==> src/bridge_pkg.sv <==
`default_nettype none

package bridge_pkg;

    localparam int addr_width = 40;
    localparam int data_width = 64;        // axi and noc side alike
    localparam int strb_width = data_width / 8;
    localparam int fifo_depth = 16;
    localparam int fifo_ptr_width = $clog2(fifo_depth);

    // node identifiers
    localparam int chipid_width = 14;
    localparam int xy_width = 8;
    localparam int fbits_width = 4;

    localparam int msg_addr_width = 48;    // address field of header flit 1
    localparam int length_width = 8;
    localparam int type_width = 8;
    localparam int mshrid_width = 8;
    localparam int size_width = 3;

    // header flit 0, destination and message info
    localparam int hdr0_dst_chipid_lsb = 50;
    localparam int hdr0_dst_x_lsb = 42;
    localparam int hdr0_dst_y_lsb = 34;
    localparam int hdr0_dst_fbits_lsb = 30;
    localparam int hdr0_length_lsb = 22;
    localparam int hdr0_type_lsb = 14;
    localparam int hdr0_mshrid_lsb = 6;

    // header flit 1
    localparam int hdr1_addr_lsb = 16;
    localparam int hdr1_size_lsb = 0;

    // header flit 2, source node
    localparam int hdr2_src_chipid_lsb = 50;
    localparam int hdr2_src_x_lsb = 42;
    localparam int hdr2_src_y_lsb = 34;
    localparam int hdr2_src_fbits_lsb = 30;

    // flits following the first one
    localparam logic [length_width-1:0] store_length = 8'd3;
    localparam logic [length_width-1:0] load_length = 8'd2;
    localparam logic [1:0] last_hdr_flit = 2'd2;  // three header flits

    typedef enum logic [type_width-1:0] {
        msg_nc_load_req  = 8'd14,
        msg_nc_store_req = 8'd15
    } msg_type_t;

    typedef enum logic {
        req_load  = 1'b0,
        req_store = 1'b1
    } req_kind_t;

    typedef enum logic [size_width-1:0] {
        size_1b = 3'd1,
        size_2b = 3'd2,
        size_4b = 3'd3,
        size_8b = 3'd4
    } size_code_t;

    typedef enum logic [1:0] {
        st_idle   = 2'd0,
        st_header = 2'd1,
        st_data   = 2'd2
    } flit_state_t;

endpackage

`default_nettype wire

==> src/bridge_if.sv <==
`default_nettype none

// head of the request queue, decode to former
interface req_if;
    logic                                    req_valid;
    bridge_pkg::req_kind_t                   kind;
    logic [bridge_pkg::addr_width-1:0]       addr;
    logic [bridge_pkg::data_width-1:0]       wdata;
    logic [bridge_pkg::strb_width-1:0]       wstrb;
    logic                                    req_take;   // pops the head

    modport source (output req_valid, kind, addr, wdata, wstrb, input req_take);
    modport sink (input req_valid, kind, addr, wdata, wstrb, output req_take);
endinterface

// formed message, former to serializer
interface msg_if;
    logic                                    msg_valid;
    bridge_pkg::req_kind_t                   kind;
    bridge_pkg::msg_type_t                   msg_type;
    logic [bridge_pkg::length_width-1:0]     length;
    logic [bridge_pkg::addr_width-1:0]       address;
    bridge_pkg::size_code_t                  data_size;
    logic [bridge_pkg::data_width-1:0]       wdata;
    logic                                    msg_done;   // last flit accepted

    modport source (output msg_valid, kind, msg_type, length, address, data_size, wdata,
                    input msg_done);
    modport sink (input msg_valid, kind, msg_type, length, address, data_size, wdata,
                  output msg_done);
endinterface

`default_nettype wire

==> src/req_fifo.sv <==
`default_nettype none

module req_fifo #(
    parameter int width = 8
) (
    input  logic             clk,
    input  logic             rst,
    input  logic             wr_en,
    input  logic             rd_en,
    input  logic [width-1:0] wr_data,
    output logic [width-1:0] rd_data,
    output logic             full,
    output logic             empty
);

    logic [width-1:0] mem [bridge_pkg::fifo_depth];
    logic [bridge_pkg::fifo_ptr_width-1:0] wr_ptr;
    logic [bridge_pkg::fifo_ptr_width-1:0] rd_ptr;
    logic [bridge_pkg::fifo_ptr_width:0] count;
    logic wr_fire;
    logic rd_fire;

    assign wr_fire = wr_en & ~full;
    assign rd_fire = rd_en & ~empty;

    always_ff @(posedge clk) begin
        if (rst) begin
            wr_ptr <= '0;
            rd_ptr <= '0;
            count <= '0;
        end else begin
            if (wr_fire) wr_ptr <= wr_ptr + 1'b1;  // wraps, depth is a power of two
            if (rd_fire) rd_ptr <= rd_ptr + 1'b1;
            case ({wr_fire, rd_fire})
                2'b10:   count <= count + 1'b1;
                2'b01:   count <= count - 1'b1;
                default: count <= count;
            endcase
        end
    end

    always_ff @(posedge clk) begin
        if (wr_fire) mem[wr_ptr] <= wr_data;
    end

    assign rd_data = mem[rd_ptr];  // head shown directly
    assign full = count[bridge_pkg::fifo_ptr_width];
    assign empty = (count == '0);

endmodule

`default_nettype wire

==> src/axi_req_decode.sv <==
`default_nettype none

module axi_req_decode (
    input  logic                              clk,
    input  logic                              rst,
    input  logic [bridge_pkg::addr_width-1:0] awaddr,
    input  logic                              awvalid,
    output logic                              awready,
    input  logic [bridge_pkg::data_width-1:0] wdata,
    input  logic [bridge_pkg::strb_width-1:0] wstrb,
    input  logic                              wvalid,
    output logic                              wready,
    input  logic [bridge_pkg::addr_width-1:0] araddr,
    input  logic                              arvalid,
    output logic                              arready,
    req_if.source                             req
);

    logic store_accept;
    logic load_accept;
    logic head_store;

    logic [0:0] kind_in;
    logic [0:0] kind_head;
    logic kind_full, kind_empty;
    logic waddr_full, waddr_empty;
    logic wdata_full, wdata_empty;
    logic raddr_full, raddr_empty;
    logic [bridge_pkg::addr_width-1:0] waddr_head;
    logic [bridge_pkg::addr_width-1:0] raddr_head;
    logic [bridge_pkg::strb_width+bridge_pkg::data_width-1:0] wdata_head;

    // write side needs address and data together
    assign awready = ~rst & ~kind_full & ~waddr_full & ~wdata_full;
    assign wready = awready;
    assign store_accept = awvalid & wvalid & awready;

    assign arready = ~rst & ~kind_full & ~raddr_full & ~store_accept;  // stores win
    assign load_accept = arvalid & arready;

    assign kind_in = store_accept ? bridge_pkg::req_store : bridge_pkg::req_load;

    req_fifo #(.width(1)) kind_fifo (
        .clk(clk), .rst(rst),
        .wr_en(store_accept | load_accept), .rd_en(req.req_take),
        .wr_data(kind_in), .rd_data(kind_head),
        .full(kind_full), .empty(kind_empty)
    );

    req_fifo #(.width(bridge_pkg::addr_width)) waddr_fifo (
        .clk(clk), .rst(rst),
        .wr_en(store_accept), .rd_en(req.req_take & head_store),
        .wr_data(awaddr), .rd_data(waddr_head),
        .full(waddr_full), .empty(waddr_empty)
    );

    // strobe travels with its data
    req_fifo #(.width(bridge_pkg::strb_width + bridge_pkg::data_width)) wdata_fifo (
        .clk(clk), .rst(rst),
        .wr_en(store_accept), .rd_en(req.req_take & head_store),
        .wr_data({wstrb, wdata}), .rd_data(wdata_head),
        .full(wdata_full), .empty(wdata_empty)
    );

    req_fifo #(.width(bridge_pkg::addr_width)) raddr_fifo (
        .clk(clk), .rst(rst),
        .wr_en(load_accept), .rd_en(req.req_take & ~head_store),
        .wr_data(araddr), .rd_data(raddr_head),
        .full(raddr_full), .empty(raddr_empty)
    );

    assign head_store = (kind_head == bridge_pkg::req_store);

    // kind fifo orders the two request streams
    assign req.req_valid = ~kind_empty &
                           (head_store ? (~waddr_empty & ~wdata_empty) : ~raddr_empty);
    assign req.kind = bridge_pkg::req_kind_t'(kind_head);
    assign req.addr = head_store ? waddr_head : raddr_head;
    assign req.wdata = wdata_head[bridge_pkg::data_width-1:0];
    assign req.wstrb = wdata_head[bridge_pkg::strb_width+bridge_pkg::data_width-1:
                                  bridge_pkg::data_width];

endmodule

`default_nettype wire

==> src/msg_former.sv <==
`default_nettype none

module msg_former (
    input logic    clk,
    input logic    rst,
    req_if.sink    req,
    msg_if.source  msg
);

    logic take;
    logic is_store;
    logic [2:0] strb_offset;
    bridge_pkg::size_code_t strb_size;

    // next request goes in when the slot is empty or being freed
    assign take = req.req_valid & (~msg.msg_valid | msg.msg_done);
    assign req.req_take = take;
    assign is_store = (req.kind == bridge_pkg::req_store);

    // strobe to size and byte offset
    always_comb begin
        strb_size = bridge_pkg::size_8b;  // illegal patterns fall back here
        strb_offset = 3'd0;
        for (int i = 0; i < 8; i++) begin
            if (req.wstrb == (8'h01 << i)) begin
                strb_size = bridge_pkg::size_1b;
                strb_offset = 3'(i);
            end
        end
        for (int i = 0; i < 4; i++) begin
            if (req.wstrb == (8'h03 << (2 * i))) begin  // aligned pair
                strb_size = bridge_pkg::size_2b;
                strb_offset = 3'(2 * i);
            end
        end
        for (int i = 0; i < 2; i++) begin
            if (req.wstrb == (8'h0f << (4 * i))) begin
                strb_size = bridge_pkg::size_4b;
                strb_offset = 3'(4 * i);
            end
        end
    end

    always_ff @(posedge clk) begin
        if (rst) begin
            msg.msg_valid <= 1'b0;
        end else if (take) begin
            msg.msg_valid <= 1'b1;
        end else if (msg.msg_done) begin
            msg.msg_valid <= 1'b0;
        end
    end

    // message fields, held until msg_done
    always_ff @(posedge clk) begin
        if (take) begin
            msg.kind <= req.kind;
            msg.wdata <= req.wdata;
            if (is_store) begin
                msg.msg_type <= bridge_pkg::msg_nc_store_req;
                msg.length <= bridge_pkg::store_length;  // two headers plus data
                msg.address <= {req.addr[bridge_pkg::addr_width-1:3], strb_offset};
                msg.data_size <= strb_size;
            end else begin
                msg.msg_type <= bridge_pkg::msg_nc_load_req;
                msg.length <= bridge_pkg::load_length;
                msg.address <= req.addr;
                msg.data_size <= bridge_pkg::size_8b;
            end
        end
    end

endmodule

`default_nettype wire

==> src/flit_serializer.sv <==
`default_nettype none

module flit_serializer (
    input  logic                                clk,
    input  logic                                rst,
    input  logic [bridge_pkg::chipid_width-1:0] dst_chipid,
    input  logic [bridge_pkg::xy_width-1:0]     dst_x,
    input  logic [bridge_pkg::xy_width-1:0]     dst_y,
    input  logic [bridge_pkg::fbits_width-1:0]  dst_fbits,
    input  logic [bridge_pkg::chipid_width-1:0] src_chipid,
    input  logic [bridge_pkg::xy_width-1:0]     src_x,
    input  logic [bridge_pkg::xy_width-1:0]     src_y,
    input  logic [bridge_pkg::fbits_width-1:0]  src_fbits,
    msg_if.sink                                 msg,
    output logic                                noc_valid,
    input  logic                                noc_ready,
    output logic [bridge_pkg::data_width-1:0]   noc_data
);

    bridge_pkg::flit_state_t state;
    logic [1:0] hdr_cnt;   // header flit index
    logic fire;
    logic last_hdr;
    logic is_store;

    assign noc_valid = (state != bridge_pkg::st_idle);
    assign fire = noc_valid & noc_ready;
    assign is_store = (msg.kind == bridge_pkg::req_store);
    assign last_hdr = (state == bridge_pkg::st_header) &&
                      (hdr_cnt == bridge_pkg::last_hdr_flit);

    // loads end after the headers, stores after the data flit
    assign msg.msg_done = fire & ((last_hdr & ~is_store) | (state == bridge_pkg::st_data));

    always_ff @(posedge clk) begin
        if (rst) begin
            state <= bridge_pkg::st_idle;
            hdr_cnt <= 2'd0;
        end else begin
            case (state)
                bridge_pkg::st_idle: begin
                    if (msg.msg_valid) state <= bridge_pkg::st_header;
                    hdr_cnt <= 2'd0;
                end
                bridge_pkg::st_header: begin
                    if (fire) begin
                        if (last_hdr) begin
                            hdr_cnt <= 2'd0;
                            state <= is_store ? bridge_pkg::st_data : bridge_pkg::st_idle;
                        end else begin
                            hdr_cnt <= hdr_cnt + 2'd1;
                        end
                    end
                end
                bridge_pkg::st_data: begin
                    if (fire) state <= bridge_pkg::st_idle;
                end
                default: state <= bridge_pkg::st_idle;
            endcase
        end
    end

    // flit mux, stable while stalled since msg and state hold
    always_comb begin
        noc_data = '0;
        case (state)
            bridge_pkg::st_header: begin
                case (hdr_cnt)
                    2'd0: begin
                        noc_data[bridge_pkg::hdr0_dst_chipid_lsb +: bridge_pkg::chipid_width] =
                            dst_chipid;
                        noc_data[bridge_pkg::hdr0_dst_x_lsb +: bridge_pkg::xy_width] = dst_x;
                        noc_data[bridge_pkg::hdr0_dst_y_lsb +: bridge_pkg::xy_width] = dst_y;
                        noc_data[bridge_pkg::hdr0_dst_fbits_lsb +: bridge_pkg::fbits_width] =
                            dst_fbits;
                        noc_data[bridge_pkg::hdr0_length_lsb +: bridge_pkg::length_width] =
                            msg.length;
                        noc_data[bridge_pkg::hdr0_type_lsb +: bridge_pkg::type_width] =
                            msg.msg_type;
                        noc_data[bridge_pkg::hdr0_mshrid_lsb +: bridge_pkg::mshrid_width] = '0;
                    end
                    2'd1: begin
                        noc_data[bridge_pkg::hdr1_addr_lsb +: bridge_pkg::msg_addr_width] =
                            {{(bridge_pkg::msg_addr_width - bridge_pkg::addr_width){1'b0}},
                             msg.address};
                        noc_data[bridge_pkg::hdr1_size_lsb +: bridge_pkg::size_width] =
                            msg.data_size;
                    end
                    2'd2: begin
                        noc_data[bridge_pkg::hdr2_src_chipid_lsb +: bridge_pkg::chipid_width] =
                            src_chipid;
                        noc_data[bridge_pkg::hdr2_src_x_lsb +: bridge_pkg::xy_width] = src_x;
                        noc_data[bridge_pkg::hdr2_src_y_lsb +: bridge_pkg::xy_width] = src_y;
                        noc_data[bridge_pkg::hdr2_src_fbits_lsb +: bridge_pkg::fbits_width] =
                            src_fbits;
                    end
                    default: noc_data = '0;
                endcase
            end
            bridge_pkg::st_data: noc_data = msg.wdata;  // single data flit, widths equal
            default: noc_data = '0;
        endcase
    end

endmodule

`default_nettype wire

==> src/axilite_noc_bridge.sv <==
`default_nettype none

module axilite_noc_bridge (
    input  logic                                clk,
    input  logic                                rst,
    // axi-lite write
    input  logic [bridge_pkg::addr_width-1:0]   awaddr,
    input  logic                                awvalid,
    output logic                                awready,
    input  logic [bridge_pkg::data_width-1:0]   wdata,
    input  logic [bridge_pkg::strb_width-1:0]   wstrb,
    input  logic                                wvalid,
    output logic                                wready,
    // axi-lite read address
    input  logic [bridge_pkg::addr_width-1:0]   araddr,
    input  logic                                arvalid,
    output logic                                arready,
    // node identifiers
    input  logic [bridge_pkg::chipid_width-1:0] dst_chipid,
    input  logic [bridge_pkg::xy_width-1:0]     dst_x,
    input  logic [bridge_pkg::xy_width-1:0]     dst_y,
    input  logic [bridge_pkg::fbits_width-1:0]  dst_fbits,
    input  logic [bridge_pkg::chipid_width-1:0] src_chipid,
    input  logic [bridge_pkg::xy_width-1:0]     src_x,
    input  logic [bridge_pkg::xy_width-1:0]     src_y,
    input  logic [bridge_pkg::fbits_width-1:0]  src_fbits,
    // noc request channel
    output logic                                noc_valid,
    output logic [bridge_pkg::data_width-1:0]   noc_data,
    input  logic                                noc_ready
);

    req_if req_bus ();
    msg_if msg_bus ();

    axi_req_decode decode0 (
        .clk(clk), .rst(rst),
        .awaddr(awaddr), .awvalid(awvalid), .awready(awready),
        .wdata(wdata), .wstrb(wstrb), .wvalid(wvalid), .wready(wready),
        .araddr(araddr), .arvalid(arvalid), .arready(arready),
        .req(req_bus.source)
    );

    msg_former former0 (
        .clk(clk), .rst(rst),
        .req(req_bus.sink),
        .msg(msg_bus.source)
    );

    flit_serializer serializer0 (
        .clk(clk), .rst(rst),
        .dst_chipid(dst_chipid), .dst_x(dst_x), .dst_y(dst_y), .dst_fbits(dst_fbits),
        .src_chipid(src_chipid), .src_x(src_x), .src_y(src_y), .src_fbits(src_fbits),
        .msg(msg_bus.sink),
        .noc_valid(noc_valid), .noc_ready(noc_ready), .noc_data(noc_data)
    );

endmodule

`default_nettype wire

==> config.mk <==
export PLATFORM = sky130hd
export DESIGN_NAME = axilite_noc_bridge
export DESIGN_NICKNAME = d
export VERILOG_FILES = /design/src/bridge_pkg.sv /design/src/bridge_if.sv /design/src/req_fifo.sv /design/src/axi_req_decode.sv /design/src/msg_former.sv /design/src/flit_serializer.sv /design/src/axilite_noc_bridge.sv
export SDC_FILE = /design/constraint.sdc
export NUM_CORES = 2
export LEC_CHECK = 0
export ABC_AREA = 1
export ABC_CLOCK_PERIOD_IN_PS = 15550
export BUFFER_PORTS_ARGS = -buffer_cell sky130_fd_sc_hd__buf_2
export CAP_MARGIN = 30
export CELL_PAD_IN_SITES_DETAIL_PLACEMENT = 0
export CELL_PAD_IN_SITES_GLOBAL_PLACEMENT = 2
export CORE_AREA = 2 2 464 466
export DETAILED_ROUTE_END_ITERATION = 8
export DIE_AREA = 0 0 466 468
export PLACE_DENSITY_LB_ADDON = 0.1
export SLEW_MARGIN = 20
export SYNTH_ARGS = -nofsm -noshare
export SYNTH_HDL_FRONTEND = slang
export SYNTH_SLANG_ARGS = --single-unit
==> constraint.sdc <==
create_clock -name clk -period 15.55 [get_ports clk]
set_input_delay 3.11 -clock clk [delete_from_list [all_inputs] [get_ports clk]]
set_output_delay 3.11 -clock clk [all_outputs]
set_load 0.02 [all_outputs]
# Word level (Yosys, flattened, before mapping)

Memories as Yosys holds them, arrays and structs flattened. A register that Yosys moved wholly into a read port is not among the register bits.
Cells that the tools add are included.

Memory bits (writable): 2,448
Flip-flop bits (word level): 181
Logic and storage cells: 197
Memories kept: 4

Bitwise gates (word level): 40
$add $sub $neg: 17
Equality and inequality tests: 30
Reductions and logical operators: 16
Mux-type cells: 69

Memory list:

| name                   | words | width | read ports | clocked after memory_dff | wr ports | RTL line       | text |
|---|---|---|---|---|---|---|---|
| decode0.wdata_fifo.mem | 16    | 72    | 1          | 1                        | 1        | req_fifo.sv:16 | `logic [width-1:0] mem [bridge_pkg::fifo_depth];` |
| decode0.raddr_fifo.mem | 16    | 40    | 1          | 1                        | 1        | req_fifo.sv:16 |  |
| decode0.waddr_fifo.mem | 16    | 40    | 1          | 1                        | 1        | req_fifo.sv:16 |  |
| decode0.kind_fifo.mem  | 16    | 1     | 1          | 1                        | 1        | req_fifo.sv:16 |  |

Operators with widths:

| kind                                                 | number |
|---|---|
| one-hot mux 64 bit (2 select lines)                  | 1 |
| one-hot mux 34 bit (3 select lines)                  | 1 |
| 2-to-1 mux 3 bit                                     | 26 |
| 2-to-1 mux 40 bit                                    | 1 |
| one-hot mux 5 bit (2 select lines)                   | 4 |
| adder 4 x 1 -> 4 bit (second input constant)         | 8 |
| 2-to-1 mux 4 bit                                     | 8 |
| one-hot mux 14 bit (2 select lines)                  | 1 |
| AND 1 bit                                            | 24 |
| equality test 8 x 4 -> 1 bit (second input constant) | 3 |
| equality test 8 bit (second input constant)          | 3 |
| adder 5 x 1 -> 5 bit (second input constant)         | 4 |
| logical NOT 5 bit                                    | 4 |
| subtractor 5 x 1 -> 5 bit (second input constant)    | 4 |
| 2-to-1 mux 2 bit                                     | 9 |
| equality test 8 x 2 -> 1 bit (second input constant) | 2 |
| equality test 8 x 6 -> 1 bit (second input constant) | 2 |
| 2-to-1 mux 1 bit                                     | 15 |
| nonzero test 2 bit                                   | 7 |
| NOT 1 bit                                            | 13 |
| equality test 2 x 1 -> 1 bit (second input constant) | 6 |
| equality test 2 bit (second input constant)          | 6 |
| 2-to-1 mux 10 bit                                    | 1 |
| equality test 8 x 1 -> 1 bit (second input constant) | 1 |
| 13 further kinds                                     | 18 |

# Depth between registers and ports, before layout

Depth after elaboration: 15
Gate-level depth with buffers: 21

# Cells and area by module

Synthesis repeated with hierarchy kept, for this count alone.

Cells, all modules: 7,766
Area total of the unflattened synthesis: 107,571.9 um^2

Modules (own cells, without submodules):

| module                            | times used | cells each | area an instance (um^2) | seq. area each (um^2) |
|---|---|---|---|---|
| req_fifo (decode0.raddr_fifo ...) | 2          | 1,814      | 26,349.0                | 19,558.8 |
| req_fifo (decode0.wdata_fifo)     | 1          | 3,156      | 46,917.5                | 34,933.5 |
| msg_former                        | 1          | 217        | 3,827.4                 | 3,263.1 |
| flit_serializer                   | 1          | 428        | 1,863.0                 | 80.1 |
| req_fifo (decode0.kind_fifo)      | 1          | 182        | 1,612.8                 | 820.8 |
| axi_req_decode                    | 1          | 155        | 653.1                   | 0.0 |

# Worst setup path after synthesis

OpenSTA, ideal clock, no wires.

Kind: input -> register
Start point: input port rst
End point: memory decode0.wdata_fifo.mem[11][0] in the netlist's numbering, enable pin
Stages on the path: 8
Arrival: 7.345 ns
Required time: 15.047 ns
Library setup time: 0.503 ns
Slack: 7.702 ns
Cells stage by stage: nor2_1 nand2_1 inv_2 nand3_1 inv_1 clkbuf_1 nand3_1 nor2_1

Cells in the longest elaborated chain, start to end: 8

Ends and longest elaborated chain:

| what                                   | RTL line                | text |
|---|---|---|
| start, declared                        | axilite_noc_bridge.sv:5 | `input logic rst,` |
| NOT 1 bit                              | axi_req_decode.sv:34    | `assign awready = ~rst & ~kind_full & ~waddr_full & ~wdata_full;` |
| AND 1 bit (3 in a row)                 | axi_req_decode.sv:34    |  |
| net awready                            | axilite_noc_bridge.sv:9 | `output logic awready,` |
| AND 1 bit                              | axi_req_decode.sv:36    | `assign store_accept = awvalid & wvalid & awready;` |
| AND 1 bit                              | req_fifo.sv:23          | `assign wr_fire = wr_en & ~full;` |
| 2-to-1 mux 1 bit                       | req_fifo.sv:43          | `if (wr_fire) mem[wr_ptr] <= wr_data;` |
| 2-to-1 mux 1 bit (implied by the code) | req_fifo.sv:43          |  |
| end, declared                          | req_fifo.sv:16          |  |

The timed path passes the listed nets, and every way through them passes these cells.

# Final worst setup path

Start point: input port rst
End point: output port arready

Cells in the longest elaborated chain, start to end: 7

Ends and longest elaborated chain:

| what                   | RTL line                                   | text |
|---|---|---|
| NOT 1 bit *            | axi_req_decode.sv:34, axi_req_decode.sv:38 |  |
| AND 1 bit *            | axi_req_decode.sv:34, axi_req_decode.sv:38 |  |
| AND 1 bit (2 in a row) | axi_req_decode.sv:34                       |  |
| AND 1 bit              | axi_req_decode.sv:36                       |  |
| NOT 1 bit              | axi_req_decode.sv:38                       | `assign arready = ~rst & ~kind_full & ~raddr_full & ~store_accept;` |
| AND 1 bit *            | axi_req_decode.sv:38                       |  |
| end, declared          | axilite_noc_bridge.sv:17                   | `output logic arready,` |

Mark *: on every way between the ends. The rest lies on a longest branch, timed or not.

==> impl_results.md <==
- Yosys warns: 0
- Peak supply drop: 133 uV
- Hold Crit Start: decode0.wdata_fifo.count[0]$_SDFFE_PP0P_
- FMAX: 0.131 GHz
- Vias: 64187
- Async S/R FF share, synth: 0
- DR vias/cell: 5.89
- Detailed router's first-iteration violation count: 5968
- Post-synth top cells: edfxtp_1 (2508), nor2_1 (1290), o21ai_0 (1173)
- Min-delay worst type: flip-flop to flip-flop
- Starting Density: 0.477
- Max Fanout on Critical Path: 31
- Metal3 WL: 17600 um
- Setup tns final: 0 ps
- Minimum clock period: 7650 ps
- Register area: 76800 um^2
- Crit. Startpoint: rst
- Synth area leader: edfxtp_1
- First-pass GRT wire length: 422000 um
- Largest net degree at the start of global routing: 211
- Overall routing resource usage: 0.265
- Inserted Clock Buffers: 290
- Row cnt: 170
- GP Congestion: 0.840
- Layout area overhead: 13.0%
- Synthesized area: 102000 um^2
- Final ANT Viol Nets: 0
- Antenna violations before repair: 68
- Worst hold slack: 461 ps
- Post-synthesis sequential area ratio: 0.754
- Vias in the first global route: 61541
- Fraction of layout cells with a size suffix above 1: 0.111
- Port bufs: 290
- CTS H-Tree Depth: 5
- CTS tree: done
- Post-CTS Resized: 0
- Worst setup EP type: output port
- Number of synthesized flops with an enable pin: 2508
- Die area: 218000 um^2
- Clk_skew: 53.7 ps
- CP max-delay cell: buf_2
- Final setup fails: 0
- TritonRoute pass-1 iters: 5
- Post-Route WL: 294000 um
- Final period util: 0.492
- Overflow after GRT: 0
- Core Region: 213000 um^2
- Root Driver: clkbuf_16
- Distinct cells, synth: 43
- Final hold vios: 0
- Worst-margin pin slew: 1040 ps
- Main flop type after synthesis: edfxtp_1
- Crit Path Class: primary input to output port
- Clock sinks: 2581
- Fill cells: 17604
- Setup bufs post-CTS: 0
- Routed len/inst: 27.0 um
- Synth top area cells: edfxtp_1 (74%), o21ai_0 (5.8%), nor2_1 (4.8%)
- Unrepaired setup endpoints after global routing: no
- Clock Pin Slew Worst Setup and Hold Paths: 60 ps
- Mapped Cells: 7655
- # IOs: 294
- Startpoint types: primary input
- Placed cells: 10383
- Max Transition Viols Final: 0
- Max incr delay on CP: 590 ps
- Outcome: finished, final reports clean
- Syn Nets: 7924
- Post-DP HPWL: 154000 um
- Avg Inst Size Synth: 13.3 um^2
- Worst path cell trace: buf_2 -> nor2_1 -> nand2_1 -> inv_2 -> nand3_1 -> buf_4 -> nand2_1 -> inv_1 -> buf_2
- Die width: 466 um
- Top routing layer used: met5
- WP data arrival: 4540 ps
- WL met2: 143000 um
- Max_cap viols: 0
- Die Ht: 468 um
- Fin cells: 10902
- Worst path required time: 12440 ps
- LEAKAGE: 37.9 nW
- Wl on met1: 122000 um
- Top-area cell type share of the netlist area: 0.740
- Cell with the most instances after synthesis: edfxtp_1
- Register bit total from synthesis: 2581
- Max_slew headroom: 0.304
- Clock Latency Late Sink: 940 ps
- Final #Nets: 8107
- Max clock buf depth: 4
- Multi-input logic area: 22400 um^2
- Cell Pwr Density: 152 nW/um^2
- Post-CTS Hold Buffers: 0
- Remaining DRCs: 0
## cell families (layout without fill, tap and decap cells)
family	after synthesis	count (layout)	share of synthesized area
and+or+nand+nor	2198	2198	0.0856
DFF	2581	2581	0.754
adders and majority gates	43	43	0.00558
other	0	30	0
xor gates and xnor gates	15	15	0.00129
AOI/OAI and AO/OA	2060	2060	0.123
buffers and inverters	758	1137	0.0297
## critical path: cells and delay by family
family	cells	cell delay [ps]
simple gates	4	340
buf+inv	5	1080
## cells in the final DEF, fill, tap and decap left out, types with 145 or more instances in the layout
cell type and instances:
buf_2 290, clkbuf_16 303, edfxtp_1 2508, inv_1 195, nand2_1 594, nand3_1 284, nor2_1 1240, o211ai_1 145
o21ai_0 1173, o221ai_1 423
## per-layer routing
layer  up-vias  GRT usage
li1      29073          -
met1     32569      0.352
met2      1982      0.441
met3       525     0.0419
met4        38      0.102
met5         -          0
## final timing paths
check                                                           endpoint  depth (start not counted)  slack (ps)
worst max-delay path                                             arready                          9        7900
worst min-delay path            decode0.wdata_fifo.count[0]$_SDFFE_PP0P_                          1         460
worst max register to register          former0.msg.address[8]$_DFFE_PN_                          7       11040
worst min register to register  decode0.wdata_fifo.count[0]$_SDFFE_PP0P_                          1         460
## where the power goes
group / internal [mW] / switching (mW) / total, mW
Combinational: 0.718 / 2.23 / 2.95
Sequential: 8.00 / 0.246 / 8.24
Clock: 3.68 / 2.62 / 6.30
## final cells by class
type	instances	area share
Antenna cell	30	0.000653
Inverter	226	0.00784
Clock buffer	393	0.0693
Clock inverter	95	0.00536
Sequential cell	2581	0.668
Timing Repair Buffer	423	0.0232
Tap cell	2838	0.0309
Multi-Input combinational cell	4316	0.195
## stage by stage
| stage | total power [mW] | utilization | worst slack [ps] | cell area (um^2) |
|---|---|---|---|---|
| 2_1_floorplan | 10.0 | - | 7700 | 102000 |
| 3_3_place_gp | 11.3 | 0.497 | 7840 | 106000 |
| 3_5_place_dp | 11.4 | 0.498 | 7850 | 106000 |
| 4_1_cts | 17.7 | 0.538 | 7840 | 115000 |
| 5_1_grt | 18.2 | 0.539 | 7740 | 115000 |
| 6_report | 17.5 | 0.539 | 7900 | 115000 |
## sequential cells by signal, summed over array words and instances (netlist names), named ones only
signal                     flops
decode0.kind_fifo.count        5
decode0.kind_fifo.mem         16
decode0.kind_fifo.rd_ptr       4
decode0.kind_fifo.wr_ptr       4
decode0.raddr_fifo.count       5
decode0.raddr_fifo.mem       640
decode0.raddr_fifo.rd_ptr      4
decode0.raddr_fifo.wr_ptr      4
decode0.waddr_fifo.count       5
decode0.waddr_fifo.mem       592
decode0.waddr_fifo.rd_ptr      4
decode0.waddr_fifo.wr_ptr      4
decode0.wdata_fifo.count       5
decode0.wdata_fifo.mem      1152
decode0.wdata_fifo.rd_ptr      4
decode0.wdata_fifo.wr_ptr      4
former0.msg.address           40
former0.msg.data_size          3
former0.msg.kind               1
former0.msg.msg_valid          1
former0.msg.wdata             64
serializer0.hdr_cnt            2
serializer0.state              2
Power figures use the tool's default switching activity.
